--- src/common/fetch_pkg.sv ---
package fetch_pkg;

    ////////////////////////////////////////////////////////////
    // Vector types
    ////////////////////////////////////////////////////////////

    typedef logic [15:0] vram_addr_t;
    typedef logic [7:0]  byte_t;
    typedef logic [4:0]  tile_col_t;
    typedef logic [7:0]  pixel_x_t;
    typedef logic [1:0]  color_t;

    ////////////////////////////////////////////////////////////
    // Line and memory geometry
    ////////////////////////////////////////////////////////////

    localparam int SCREEN_W       = 160;
    localparam int TILE_PX        = 8;
    localparam int TILES_PER_LINE = 21;
    localparam int READ_CYCLES    = 2;
    localparam int VRAM_BYTES     = 8192;
    localparam int WX_OFFSET      = 7;

    localparam vram_addr_t MAP_LO_BASE        = 16'h9800;
    localparam vram_addr_t MAP_HI_BASE        = 16'h9C00;
    localparam vram_addr_t DATA_UNSIGNED_BASE = 16'h8000;
    localparam vram_addr_t DATA_SIGNED_BASE   = 16'h9000;
    localparam vram_addr_t VRAM_BASE          = 16'h8000;

    // LCD register snapshot, held for a whole line
    typedef struct packed {
        byte_t lcdc;
        byte_t scx;
        byte_t scy;
        byte_t ly;
        byte_t wx;
        byte_t wy;
    } lcd_regs_t;

    typedef struct packed {
        byte_t low;
        byte_t high;
    } tile_row_t;

    typedef struct packed {
        pixel_x_t x;
        color_t   color;
    } fifo_pixel_t;

    typedef enum logic [2:0] {idle, map_read, low_read, high_read, push, drain} fetch_state_t;

endpackage

--- src/fetcher/tile_addr_gen.sv ---
`timescale 1ns/1ns

module tile_addr_gen (
    input  fetch_pkg::lcd_regs_t  regs,
    input  fetch_pkg::tile_col_t  col,
    input  fetch_pkg::byte_t      tile_num,
    output fetch_pkg::vram_addr_t map_addr,
    output fetch_pkg::vram_addr_t data_addr
);

    logic [8:0]            win_x;
    logic [7:0]            col_px;
    logic                  in_win;
    logic [4:0]            map_col;
    fetch_pkg::byte_t      map_row;
    fetch_pkg::vram_addr_t map_base;
    fetch_pkg::vram_addr_t data_base;
    fetch_pkg::vram_addr_t tile_off;

    ////////////////////////////////////////////////////////////
    // Window or background selection
    ////////////////////////////////////////////////////////////

    always_comb begin
        // wx below the offset wraps high, so the window never opens
        win_x  = {1'b0, regs.wx} - 9'(fetch_pkg::WX_OFFSET);
        col_px = 8'(col * fetch_pkg::TILE_PX);
        in_win = regs.lcdc[5] && (regs.wy <= regs.ly) && (win_x <= {1'b0, col_px});

        if (in_win) begin
            map_col  = col - 5'(win_x >> 3);
            map_row  = regs.ly - regs.wy;
            map_base = regs.lcdc[6] ? fetch_pkg::MAP_HI_BASE : fetch_pkg::MAP_LO_BASE;
        end else begin
            // Coarse scroll wraps inside the 32-tile map
            map_col  = 5'(regs.scx >> 3) + col;
            map_row  = regs.scy + regs.ly;
            map_base = regs.lcdc[3] ? fetch_pkg::MAP_HI_BASE : fetch_pkg::MAP_LO_BASE;
        end
    end

    assign map_addr = map_base + {6'b0, map_row[7:3], map_col};

    ////////////////////////////////////////////////////////////
    // Tile data address
    ////////////////////////////////////////////////////////////

    always_comb begin
        if (regs.lcdc[4]) begin
            data_base = fetch_pkg::DATA_UNSIGNED_BASE;
            tile_off  = {4'b0, tile_num, 4'b0};
        end else begin
            // Signed tile numbers reach down to 0x8800
            data_base = fetch_pkg::DATA_SIGNED_BASE;
            tile_off  = {{4{tile_num[7]}}, tile_num, 4'b0};
        end
    end

    assign data_addr = data_base + tile_off + {12'b0, map_row[2:0], 1'b0};

endmodule

--- src/fetcher/fetch_fsm.sv ---
`timescale 1ns/1ns

module fetch_fsm (
    input  logic                  clk,
    input  logic                  rst,
    input  logic                  start,
    input  logic                  fifo_empty,
    input  logic                  bg_en,
    input  fetch_pkg::byte_t      vram_dout,
    input  logic                  ready,
    input  fetch_pkg::vram_addr_t map_addr,
    input  fetch_pkg::vram_addr_t data_addr,
    output fetch_pkg::tile_col_t  col,
    output fetch_pkg::byte_t      tile_num,
    output fetch_pkg::vram_addr_t vram_a,
    output logic                  row_load,
    output fetch_pkg::tile_row_t  row,
    output fetch_pkg::tile_col_t  row_col,
    output logic                  done
);

    fetch_pkg::fetch_state_t state;
    logic [1:0]              cyc;
    logic                    last_cyc;
    fetch_pkg::byte_t        low_q;
    fetch_pkg::byte_t        high_q;
    logic                    last_col;

    assign last_cyc = (cyc == 2'(fetch_pkg::READ_CYCLES - 1));
    assign last_col = (col == fetch_pkg::tile_col_t'(fetch_pkg::TILES_PER_LINE - 1));

    // Address stays put for the whole read state
    always_comb begin
        case (state)
            fetch_pkg::low_read:  vram_a = data_addr;
            fetch_pkg::high_read: vram_a = data_addr + 16'd1;
            default:              vram_a = map_addr;
        endcase
    end

    ////////////////////////////////////////////////////////////
    // Sequencer
    ////////////////////////////////////////////////////////////

    always_ff @(posedge clk) begin
        if (rst) begin
            state    <= fetch_pkg::idle;
            cyc      <= '0;
            col      <= '0;
            row_load <= 1'b0;
            done     <= 1'b0;
        end else if (start) begin
            // Restart the line from column 0
            state    <= fetch_pkg::map_read;
            cyc      <= '0;
            col      <= '0;
            row_load <= 1'b0;
            done     <= 1'b0;
        end else begin
            row_load <= 1'b0;
            done     <= 1'b0;
            case (state)
                fetch_pkg::map_read,
                fetch_pkg::low_read,
                fetch_pkg::high_read: begin
                    if (last_cyc) begin
                        cyc <= '0;
                        if (state == fetch_pkg::map_read) begin
                            state <= fetch_pkg::low_read;
                        end else if (state == fetch_pkg::low_read) begin
                            state <= fetch_pkg::high_read;
                        end else begin
                            state <= fetch_pkg::push;
                        end
                    end else begin
                        cyc <= cyc + 2'd1;
                    end
                end
                fetch_pkg::push: begin
                    if (fifo_empty && ready) begin
                        row_load <= 1'b1;
                        if (last_col) begin
                            state <= fetch_pkg::drain;
                        end else begin
                            col   <= col + 5'd1;
                            state <= fetch_pkg::map_read;
                        end
                    end
                end
                fetch_pkg::drain: begin
                    // Wait until the serializer has taken and sent the last row
                    if (ready && !row_load) begin
                        done  <= 1'b1;
                        state <= fetch_pkg::idle;
                    end
                end
                default: begin
                    state <= fetch_pkg::idle;
                end
            endcase
        end
    end

    ////////////////////////////////////////////////////////////
    // Captured bytes and issued row
    ////////////////////////////////////////////////////////////

    always_ff @(posedge clk) begin
        if (last_cyc) begin
            case (state)
                fetch_pkg::map_read:  tile_num <= vram_dout;
                fetch_pkg::low_read:  low_q    <= vram_dout;
                fetch_pkg::high_read: high_q   <= vram_dout;
                default: ;
            endcase
        end
        if (state == fetch_pkg::push && fifo_empty && ready) begin
            row.low  <= bg_en ? low_q : 8'h00;
            row.high <= bg_en ? high_q : 8'h00;
            row_col  <= col;
        end
    end

    // Serializer must still be idle on the cycle the row arrives
    a_load_when_ready: assert property (@(posedge clk) disable iff (rst) row_load |-> ready)
        else $error("row_load while serializer busy");

endmodule

--- src/fetcher/pixel_serializer.sv ---
`timescale 1ns/1ns

module pixel_serializer (
    input  logic                   clk,
    input  logic                   rst,
    input  fetch_pkg::lcd_regs_t   regs,
    input  logic                   row_load,
    input  fetch_pkg::tile_row_t   row,
    input  fetch_pkg::tile_col_t   row_col,
    output logic                   ready,
    output logic                   fifo_write,
    output fetch_pkg::fifo_pixel_t fifo_pixel
);

    fetch_pkg::tile_row_t row_q;
    logic                 busy;
    logic [2:0]           idx;
    logic [2:0]           last_idx;
    logic [2:0]           first_idx;
    logic [2:0]           load_last;
    logic                 load_empty;
    fetch_pkg::pixel_x_t  x_next;
    fetch_pkg::pixel_x_t  load_x;
    logic                 first_col;
    logic                 final_col;

    // Leftmost pixel sits in bit 7
    function automatic fetch_pkg::color_t pick(input fetch_pkg::tile_row_t r,
                                               input logic [2:0] k);
        return {r.high[3'd7 - k], r.low[3'd7 - k]};
    endfunction

    always_comb begin
        first_col  = (row_col == '0);
        final_col  = (row_col == fetch_pkg::tile_col_t'(fetch_pkg::TILES_PER_LINE - 1));
        first_idx  = first_col ? regs.scx[2:0] : 3'd0;
        load_last  = final_col ? regs.scx[2:0] - 3'd1 : 3'd7;
        load_empty = final_col && (regs.scx[2:0] == 3'd0);
        load_x     = first_col ? '0 : x_next;
    end

    assign ready = !busy;

    ////////////////////////////////////////////////////////////
    // Write strobe and line position
    ////////////////////////////////////////////////////////////

    always_ff @(posedge clk) begin
        if (rst) begin
            busy       <= 1'b0;
            fifo_write <= 1'b0;
            x_next     <= '0;
        end else begin
            fifo_write <= 1'b0;
            if (row_load && !load_empty) begin
                fifo_write <= 1'b1;
                x_next     <= load_x + 8'd1;
                busy       <= (first_idx != load_last);
            end else if (busy) begin
                fifo_write <= 1'b1;
                x_next     <= x_next + 8'd1;
                busy       <= (idx != last_idx);
            end
        end
    end

    always_ff @(posedge clk) begin
        if (row_load) begin
            row_q            <= row;
            idx              <= first_idx + 3'd1;
            last_idx         <= load_last;
            fifo_pixel.x     <= load_x;
            fifo_pixel.color <= pick(row, first_idx);
        end else if (busy) begin
            idx              <= idx + 3'd1;
            fifo_pixel.x     <= x_next;
            fifo_pixel.color <= pick(row_q, idx);
        end
    end

    a_x_on_screen: assert property (@(posedge clk) disable iff (rst)
        fifo_write |-> (fifo_pixel.x < fetch_pkg::pixel_x_t'(fetch_pkg::SCREEN_W)))
        else $error("pixel x off screen: %0d", fifo_pixel.x);

endmodule

--- src/fetcher/bg_fetcher.sv ---
`timescale 1ns/1ns

module bg_fetcher (
    input  logic                   clk,
    input  logic                   rst,
    input  logic                   start,
    input  fetch_pkg::lcd_regs_t   regs,
    input  fetch_pkg::byte_t       vram_dout,
    output fetch_pkg::vram_addr_t  vram_a,
    input  logic                   fifo_empty,
    output logic                   fifo_write,
    output fetch_pkg::fifo_pixel_t fifo_pixel,
    output logic                   done
);

    fetch_pkg::tile_col_t  col;
    fetch_pkg::byte_t      tile_num;
    fetch_pkg::vram_addr_t map_addr;
    fetch_pkg::vram_addr_t data_addr;
    logic                  row_load;
    fetch_pkg::tile_row_t  row;
    fetch_pkg::tile_col_t  row_col;
    logic                  ready;

    tile_addr_gen u_addr (
        .regs      (regs),
        .col       (col),
        .tile_num  (tile_num),
        .map_addr  (map_addr),
        .data_addr (data_addr)
    );

    fetch_fsm u_fsm (
        .clk        (clk),
        .rst        (rst),
        .start      (start),
        .fifo_empty (fifo_empty),
        .bg_en      (regs.lcdc[0]),
        .vram_dout  (vram_dout),
        .ready      (ready),
        .map_addr   (map_addr),
        .data_addr  (data_addr),
        .col        (col),
        .tile_num   (tile_num),
        .vram_a     (vram_a),
        .row_load   (row_load),
        .row        (row),
        .row_col    (row_col),
        .done       (done)
    );

    pixel_serializer u_ser (
        .clk        (clk),
        .rst        (rst),
        .regs       (regs),
        .row_load   (row_load),
        .row        (row),
        .row_col    (row_col),
        .ready      (ready),
        .fifo_write (fifo_write),
        .fifo_pixel (fifo_pixel)
    );

endmodule

--- config.mk ---
export PLATFORM = sky130hd
export DESIGN_NAME = bg_fetcher
export DESIGN_NICKNAME = d
export VERILOG_FILES = /design/src/common/fetch_pkg.sv /design/src/fetcher/tile_addr_gen.sv /design/src/fetcher/fetch_fsm.sv /design/src/fetcher/pixel_serializer.sv /design/src/fetcher/bg_fetcher.sv
export SDC_FILE = /design/constraint.sdc
export NUM_CORES = 1
export LEC_CHECK = 0
export BUFFER_PORTS_ARGS = -buffer_cell sky130_fd_sc_hd__buf_2
export CAP_MARGIN = 15
export CELL_PAD_IN_SITES_DETAIL_PLACEMENT = 0
export CELL_PAD_IN_SITES_GLOBAL_PLACEMENT = 1
export CORE_MARGIN = 2
export CORE_UTILIZATION = 50
export CTS_BUF_LIST = sky130_fd_sc_hd__clkbuf_8
export DETAILED_ROUTE_END_ITERATION = 12
export PLACE_DENSITY_LB_ADDON = 0.1
export SKIP_CTS_REPAIR_TIMING = 1
export SYNTH_ARGS = -nofsm -noshare
export SYNTH_HDL_FRONTEND = slang
export SYNTH_SLANG_ARGS = --single-unit
--- constraint.sdc ---
create_clock -name clk -period 7.9 [get_ports clk]
set_input_delay 0.79 -clock clk [delete_from_list [all_inputs] [get_ports clk]]
set_output_delay 0.79 -clock clk [all_outputs]
set_load 0.02 [all_outputs]
Word level (Yosys, flattened, before mapping)

Index checks and enable logic that the tools add are counted.

Add/subtract/negate cells: 18
$lt $le $gt $ge: 4
Equal/unequal tests: 16
Multiplexer cells: 40
Bitwise gates (word level): 3
Reductions and logical operators: 25

Operators by type and width:

| cell                                                                     | number |
|---|---|
| 16-bit 2-to-1 mux                                                        | 2 |
| 8-bit 2-to-1 mux                                                         | 4 |
| 16-bit one-hot mux with 2 select lines                                   | 1 |
| 3-bit 2-to-1 mux                                                         | 10 |
| 11-bit 2-to-1 mux                                                        | 2 |
| 10-bit 2-to-1 mux                                                        | 2 |
| 16-bit by 1-bit adder with 16-bit output (second input constant)         | 1 |
| 16-bit by 10-bit adder with 16-bit output                                | 1 |
| 16-bit adder                                                             | 1 |
| 16-bit by 4-bit adder with 16-bit output                                 | 1 |
| 8-bit by 1-bit adder with 8-bit output (second input constant)           | 2 |
| 13-bit 2-to-1 mux                                                        | 1 |
| 1-bit binary-select mux with 3-bit select                                | 4 |
| 1-bit 2-to-1 mux                                                         | 11 |
| 5-bit == test (second input constant)                                    | 2 |
| 9-bit by 8-bit <= comparator with 1-bit output                           | 1 |
| 3-bit by 2-bit inequality test with 1-bit output (second input constant) | 3 |
| 3-bit one-hot mux with 3 select lines                                    | 1 |
| 3-bit AND reduction                                                      | 3 |
| 3-bit OR reduction                                                       | 3 |
| 8-bit by 3-bit subtractor with 9-bit output (second input constant)      | 1 |
| 8-bit adder                                                              | 1 |
| 8-bit <= comparator                                                      | 1 |
| 1-bit logical AND                                                        | 8 |
| 24 further kinds                                                         | 39 |

Flip-flop bits (word level): 99
Logic and storage cells: 127

Longest topological paths before layout

Gate-level depths: netlist of the first run.

Depth after elaboration: 7
Mapped depth: 20
Mapped depth without buffers: 18

Cells and area by module

Synthesis of the first run repeated with hierarchy kept, for this count alone.

Cell total of the unflattened synthesis: 568
Area, all modules: 6117.1 um2

By module, submodules not included:

| module           | times used | cells an instance | area an instance (um2) |
|---|---|---|---|
| fetch_fsm        | 1          | 208               | 2578.7 |
| pixel_serializer | 1          | 173               | 2119.5 |
| tile_addr_gen    | 1          | 187               | 1418.9 |

Least setup slack after synthesis of the first run

OpenSTA, ideal clock, no wires.

Path type: input port to output port
Start: input regs[10] in the netlist's numbering
End: output vram_a[4]
Arrival time: 4422 ps
Data required time: 7110 ps
Slack: 2688 ps
Stages on the path: 20
Cell sequence: a311o_2 > nor3_1 > xnor2_1 > inv_1 > ha_1 > nand3_1 > nand4b_1 > nor3_2 > o21a_1 > buf_6 > buf_8 > mux2i_1 > ha_1 > fa_1 > nor2b_1 > o21ai_0 > nand2b_1 > xnor2_1 > o211ai_1 > a31oi_1

Cells in the longest elaborated chain, start to end: 7

Ends and longest elaborated chain:

| element                                         | line                | source |
|---|---|---|
| start: declaration                              | bg_fetcher.sv:7     | `input fetch_pkg::lcd_regs_t regs,` |
| 8-bit by 3-bit subtractor with 9-bit output (*) | tile_addr_gen.sv:26 | `win_x = {1'b0, regs.wx} - 9'(fetch_pkg::WX_OFFSET);` |
| 9-bit by 8-bit <= comparator with 1-bit output  | tile_addr_gen.sv:28 | `in_win = regs.lcdc[5] && (regs.wy <= regs.ly) && (win_x <= {1'b0, col_px});` |
| 1-bit logical AND                               | tile_addr_gen.sv:28 |  |
| 8-bit 2-to-1 mux                                | tile_addr_gen.sv:30 | `if (in_win) begin` |
| 16-bit by 4-bit adder with 16-bit output        | tile_addr_gen.sv:59 | `assign data_addr = data_base + tile_off + {12'b0, map_row[2:0], 1'b0};` |
| 16-bit by 1-bit adder with 16-bit output        | fetch_fsm.sv:36     | `fetch_pkg::high_read: vram_a = data_addr + 16'd1;` |
| 16-bit one-hot mux with 2 select lines (*)      | fetch_fsm.sv:34     | `case (state)` |
| end: declaration                                | bg_fetcher.sv:9     | `output fetch_pkg::vram_addr_t vram_a,` |

Mark *: on every way between the ends. The rest lies on a longest branch, timed or not.

Worst setup path after layout of the first run

Ends and elaborated chain as after synthesis.

==> results.cfg, run 1 <==
[status]
status = finished, final reports clean

[worst_setup_path]
crit_arrival_ns = 5.15
critical_path.startpoint_type = primary input
path_max_fanout = 19
required_ns = 7.11
worstSetupPathType = in2out
setup.worst_path.end_class = output pin

[placement]
port-buffer-count = 81
dpl_cell_area_sq_mm = 0.00586
placed_cells = 681
dpl.hpwl_mm = 7.71
place.gp.congestion = 0.806
dpl_worst_slack_ns = 1.95

[global_routing]
grt_overflow = 0
grt_pass1_vias = 3561
grt_max_degree = 35
grt_first_pass_wirelength_mm = 16.5
grt_use_total_pct = 18.3
antenna_found_initial = 0

[cells_and_area]
stdcell_area_sq_mm = 0.00603
areaGrowthSynthToFinish_pct = 12.4
fin_cells = 697
drive_gt1_share_pct = 20.3
nets = 650
diodes = 0

[clocking]
cts_buffers = 9
cts_sinks = 99
clockRootBuffer = clkbuf_8
clk_pin_slew_ns = 0.09
htreeDepth = 3
clock_path_buffers = 2
clkLatencyLatePin_ns = 0.36
cts_tree = yes

[yosys]
synth_flop_cell = edfxtp_1
synth_commonest_cells = edfxtp_1, nor2_1, inv_1
ys_ff_latch = 99
synth_edf_count = 77
yosysTopAreaCell = edfxtp_1
syn_area_per_cell_sq_um = 11.2
syn_area_sq_mm = 0.00537
yosysWarningCount = 0
synthTopCellsByArea = edfxtp_1, dfxtp_1, ha_1, xnor2_1, and2_1
ys_async_sr_fraction_pct = 0
yosys.area.top_type_share_pct = 43.1
yosysMostFrequentCell = edfxtp_1
synth_seq_area_share_pct = 51.3
syn_inst = 479
yosysUniqueCellTypes = 61

[power_and_ir_drop]
power_density_mw_per_mm2 = 164
power_switching_w = 0.000256
p_int_w = 0.000735
comb_power_share_pct = 15.3
power_frac_seq_pct = 56.3
ir_drop_v = 0.0000734
swShare_pct = 25.8
p_clk_share_pct = 28.4
cellLeakagePower_nw = 2.35

[flow_run]
cap_violations = 0

[sta]
post-route-period-util_pct = 75.2
worst_pin_slew_ns = 1.08
clock_skew_ns = 0.00792
post-route-min-period_ns = 5.94
max-slew-margin-rel_pct = 27.2
fin_setup_tns_ns = 0
final.setup.worst_slack_ns = 1.96
finalSetupViolations = 0
rsz0062_at_grt = no
hold_viol = 0
fmax_ghz = 0.168
maxSlewViolCount = 0

[floorplanning]
die_w_um = 108
core_sq_mm = 0.0104
core.rowCount = 37
die_h_um = 108
start_util_pct = 51.8
dieArea_sq_mm = 0.0116
boundaryPins = 88

[detailed_routing]
ant_nets = 0
wl_mm = 9.87
drt-initial-drc-count = 178
via_count = 3655
routedWlPerCell_um = 14.2
drc_errors = 0
firstDrtPassIters = 4
viasPerCell = 5.24

[hold_path]
min_path_type = reg2reg
## layout by cell type (no fill, tap or decap), types with 4 or more instances in the layout
cell / instances
and2_1: 26
nor2b_1: 6
xor2_1: 16
ha_1: 31
nor3_1: 14
nand2_1: 26
nor2_1: 42
o211ai_1: 10
o21ai_0: 14
xnor2_1: 20
inv_1: 35
edfxtp_1: 77
clkbuf_8: 9
nand4_1: 6
a21oi_1: 20
buf_2: 81
nand2b_1: 9
nand3_1: 14
mux2i_1: 10
a31oi_1: 4
mux4_2: 6
dfxtp_1: 22
## sequential cells by signal, summed over array words and instances (netlist names), 8 cells and up
name              count
u_fsm.high_q          8
u_ser.x_next          8
u_fsm.tile_num        8
u_fsm.row            16
u_ser.row_q          16
u_fsm.low_q           8
u_ser.fifo_pixel     10
## power by group through the flow
stage	clock, W	sequential, W	combinational (W)
2_1_floorplan	0	0.000570	0.000106
3_3_place_gp	0	0.000570	0.000150
3_5_place_dp	0	0.000570	0.000152
4_1_cts	0.000290	0.000558	0.000153
5_1_grt	0.000311	0.000559	0.000170
6_report	0.000281	0.000558	0.000152
## through the flow
step	total power, W	utilization [%]	hold slack, ns
2_1_floorplan	0.000675	-	0.420
3_3_place_gp	0.000720	56.5	0.430
3_5_place_dp	0.000723	56.5	0.434
4_1_cts	0.00100	58.2	0.456
5_1_grt	0.00104	58.2	0.472
6_report	0.000991	58.2	0.457
## worst paths after layout
kind	slack [ns]	depth (start not counted)	startpoint	to
max	1.96	20	regs[10]	vram_a[4]
min	0.46	0	u_fsm.row[8]	u_ser.row_q[8]
max reg2reg	5.65	2	u_fsm.state[1]	u_fsm.low_q[7]
min reg2reg	0.46	0	u_fsm.row[8]	u_ser.row_q[8]
## metal layers
layer	vias to the layer above	wire length [um]	track usage, %
li1	1876	-	-
met1	1677	4650	24.0
met2	94	4690	29.9
met3	8	430	3.69
met4	0	105	6.96
met5	-	0	0
## final cells by class
| cell class | count | area, sq um |
|---|---|---|
| clock buffers | 9 | 124 |
| clock inverters | 7 | 46.3 |
| fillers | 908 | 4340 |
| inverters | 33 | 124 |
| multi-input cells | 331 | 2400 |
| flip-flops and latches | 99 | 2750 |
| well taps | 136 | 170 |
| repair buffers | 82 | 413 |
## cells by family after synthesis
family                     share of synthesized area, %
AOI/OAI and AO/OA                                  9.49
adders and majority gates                          8.34
and+or+nand+nor                                    15.7
buffers and inverters                              4.06
DFF                                                51.3
other                                             0.140
muxes                                              5.08
xor gates and xnor gates                           5.87
## worst max-delay path: stages
cell and delay, ns:
buf_2 0.11, a311o_2 0.44, nor3_1 0.23, xnor2_1 0.18, inv_1 0.08, ha_1 0.31
nand3_1 0.10, nand4b_1 0.11, nor3_2 0.29, o21a_1 0.74, mux2i_1 0.17, ha_1 0.24
fa_1 0.41, nor2b_1 0.12, o21ai_0 0.08, nand2b_1 0.13, xnor2_1 0.13, o211ai_1 0.11
a31oi_1 0.20, buf_2 0.19
No activity file was read; power rests on OpenSTA's default activity.
==> run 2: changes to the inputs <==
--- a/config.mk
+++ b/config.mk
@@ -10,7 +10,7 @@
 export CELL_PAD_IN_SITES_DETAIL_PLACEMENT = 0
 export CELL_PAD_IN_SITES_GLOBAL_PLACEMENT = 1
 export CORE_MARGIN = 2
-export CORE_UTILIZATION = 50
+export CORE_UTILIZATION = 46
 export CTS_BUF_LIST = sky130_fd_sc_hd__clkbuf_8
 export DETAILED_ROUTE_END_ITERATION = 12
 export PLACE_DENSITY_LB_ADDON = 0.1
==> constraint.sdc (replaced) <==
create_clock -name clk -period 5.6 [get_ports clk]
set_input_delay 0.56 -clock clk [delete_from_list [all_inputs] [get_ports clk]]
set_output_delay 0.56 -clock clk [all_outputs]
set_load 0.02 [all_outputs]
==> run 2 against run 1 <==
  * Final cell count is 1.1% higher
  * Critical endpoint unchanged
  * First-iteration DRC count is 0.56% higher
  * Design area is 1.1% higher
  * Critical path type unchanged
  * Count of clock-buffer cells in the layout stayed put
  * Clock power is 72% higher
  * Combinational power is 41% higher
  * Worst hold slack worse by 0.064 ns
  * Sequential share of layout area is 0.50 points lower
  * Global-route usage is 1.5 points lower
  * Clock skew is 0.0052 ns higher
==> results.cfg, run 2 (synthesis gave the netlist of run 1 again) <==
[detailed_routing]
wl_mm = 10.2
firstDrtPassIters = 4
viasPerCell = 5.19
ant_nets = 0
drc_errors = 0
routedWlPerCell_um = 14.5
via_count = 3656
drt-initial-drc-count = 179

[cells_and_area]
stdcell_area_sq_mm = 0.00610
final_cell_mix = buf_2, edfxtp_1, nor2_1, inv_1, ha_1
nets = 651
diodes = 0
areaGrowthSynthToFinish_pct = 13.6
drive_gt1_share_pct = 20.8
utilization_pct = 53.4
final_common_cell = buf_2
n_fill_cell = 1055
top_regs = u_fsm.row (16), u_ser.row_q (16), u_ser.fifo_pixel (10)
fin_cells = 705

[power_and_ir_drop]
power_switching_w = 0.000389
power_density_mw_per_mm2 = 243
p_int_w = 0.00110
swShare_pct = 26.2
comb_power_share_pct = 14.4
cellLeakagePower_nw = 2.37
ir_drop_v = 0.000127
p_clk_share_pct = 32.5
power_frac_seq_pct = 53.1

[floorplanning]
core_sq_mm = 0.0114
core.rowCount = 39
die_h_um = 112
start_util_pct = 47.0
die_w_um = 112
dieArea_sq_mm = 0.0125
boundaryPins = 88

[global_routing]
grt_first_pass_wirelength_mm = 16.9
grt_use_total_pct = 16.7
antenna_found_initial = 0
grt_overflow = 0
grt_max_degree = 35
grt_pass1_vias = 3586

[sta]
post-route-min-period_ns = 4.99
fmax_ghz = 0.200
hold_viol = 0
max-slew-margin-rel_pct = 29.0
post-route-period-util_pct = 89.1
finalSetupViolations = 0
maxSlewViolCount = 0
clock_skew_ns = 0.0131
holdWs_ns = 0.392
worst_pin_slew_ns = 1.06
fin_setup_tns_ns = 0
rsz0062_at_grt = no

[worst_setup_path]
setup.worst_path.end_class = output pin
required_ns = 5.04
worstSetupPathType = in2out
critical_path.startpoint_type = primary input
crit_arrival_ns = 4.43
path_max_fanout = 17

[status]
status = finished, final reports clean

[placement]
port-buffer-count = 81
place.gp.congestion = 0.750
placed_cells = 689
dpl.hpwl_mm = 7.94
dpl_cell_area_sq_mm = 0.00588

[hold_path]
min_path_type = in2reg

[clocking]
cts_buffers = 9
htreeDepth = 3
cts_sinks = 99
cts_tree = yes
clock_path_buffers = 2
clkLatencyLatePin_ns = 0.38
clk_pin_slew_ns = 0.10
clockRootBuffer = clkbuf_8

[flow_run]
cap_violations = 0
-- run 2: cell count changes in the layout (fill, tap and decap cells not counted), sizes merged --
| cell | previous run | this run |
|---|---|---|
| bufinv | 0 | 1 |
| buf | 82 | 83 |
| clkinv | 3 | 2 |
-- run 2: cell type report --
class                      count  area (sq um)  area share [%]
inverter                      33           124            2.03
multi-input combinational    331          2400            39.4
clock buffer                   9           124            2.03
tap                          143           179            2.93
clock inverter                 7          96.3            1.58
sequential                    99          2750            45.1
timing repair buffer          83           420            6.90
-- run 2: layer usage --
metal  wire length (um)  vias up  global-route usage [%]
li1                   -     1875                       -
met1               4740     1682                    21.7
met2               4870       86                    28.4
met3                480       13                    3.73
met4                149        0                    4.88
met5                  0        -                       0
-- run 2: worst paths after layout --
path                  start                end  slack (ns)  cells after the start
min reg2reg    u_fsm.row[4]     u_ser.row_q[4]        0.45                      0
min            vram_dout[3]  u_fsm.tile_num[3]        0.39                      1
max reg2reg  u_fsm.state[0]       u_fsm.col[3]        3.25                      7
max                regs[10]          vram_a[4]        0.61                     21
-- run 2: power by group through the flow --
stage | clock network (W) | logic [W] | registers (W)
floorplan | 0 | 0.000149 | 0.000803
global placement | 0 | 0.000212 | 0.000805
detailed placement | 0 | 0.000215 | 0.000805
CTS | 0.000494 | 0.000216 | 0.000788
global route | 0.000521 | 0.000240 | 0.000789
finish | 0.000482 | 0.000214 | 0.000788
-- run 2: critical path, stage by stage --
cell      delay, ns
buf_2          0.11
a311o_2        0.45
nor3_1         0.23
xnor2_1        0.17
inv_1          0.08
ha_1           0.31
nand3_1        0.09
nand4b_1       0.11
nor3_2         0.30
o21a_1         0.25
buf_4          0.27
nor2_1         0.08
a21oi_1        0.12
ha_1           0.28
nor2b_1        0.14
o21ai_0        0.14
nand2b_1       0.12
xnor2_1        0.16
o211ai_1       0.10
a31oi_1        0.16
buf_2          0.19
-- run 2: stage by stage --
stage / setup WS [ns] / power (W)
after floorplan: 0.848 / 0.000953
after global routing: 0.129 / 0.00155
final: 0.608 / 0.00148
after detailed placement: 0.628 / 0.00102
after global placement: 0.625 / 0.00102
after CTS: 0.587 / 0.00150
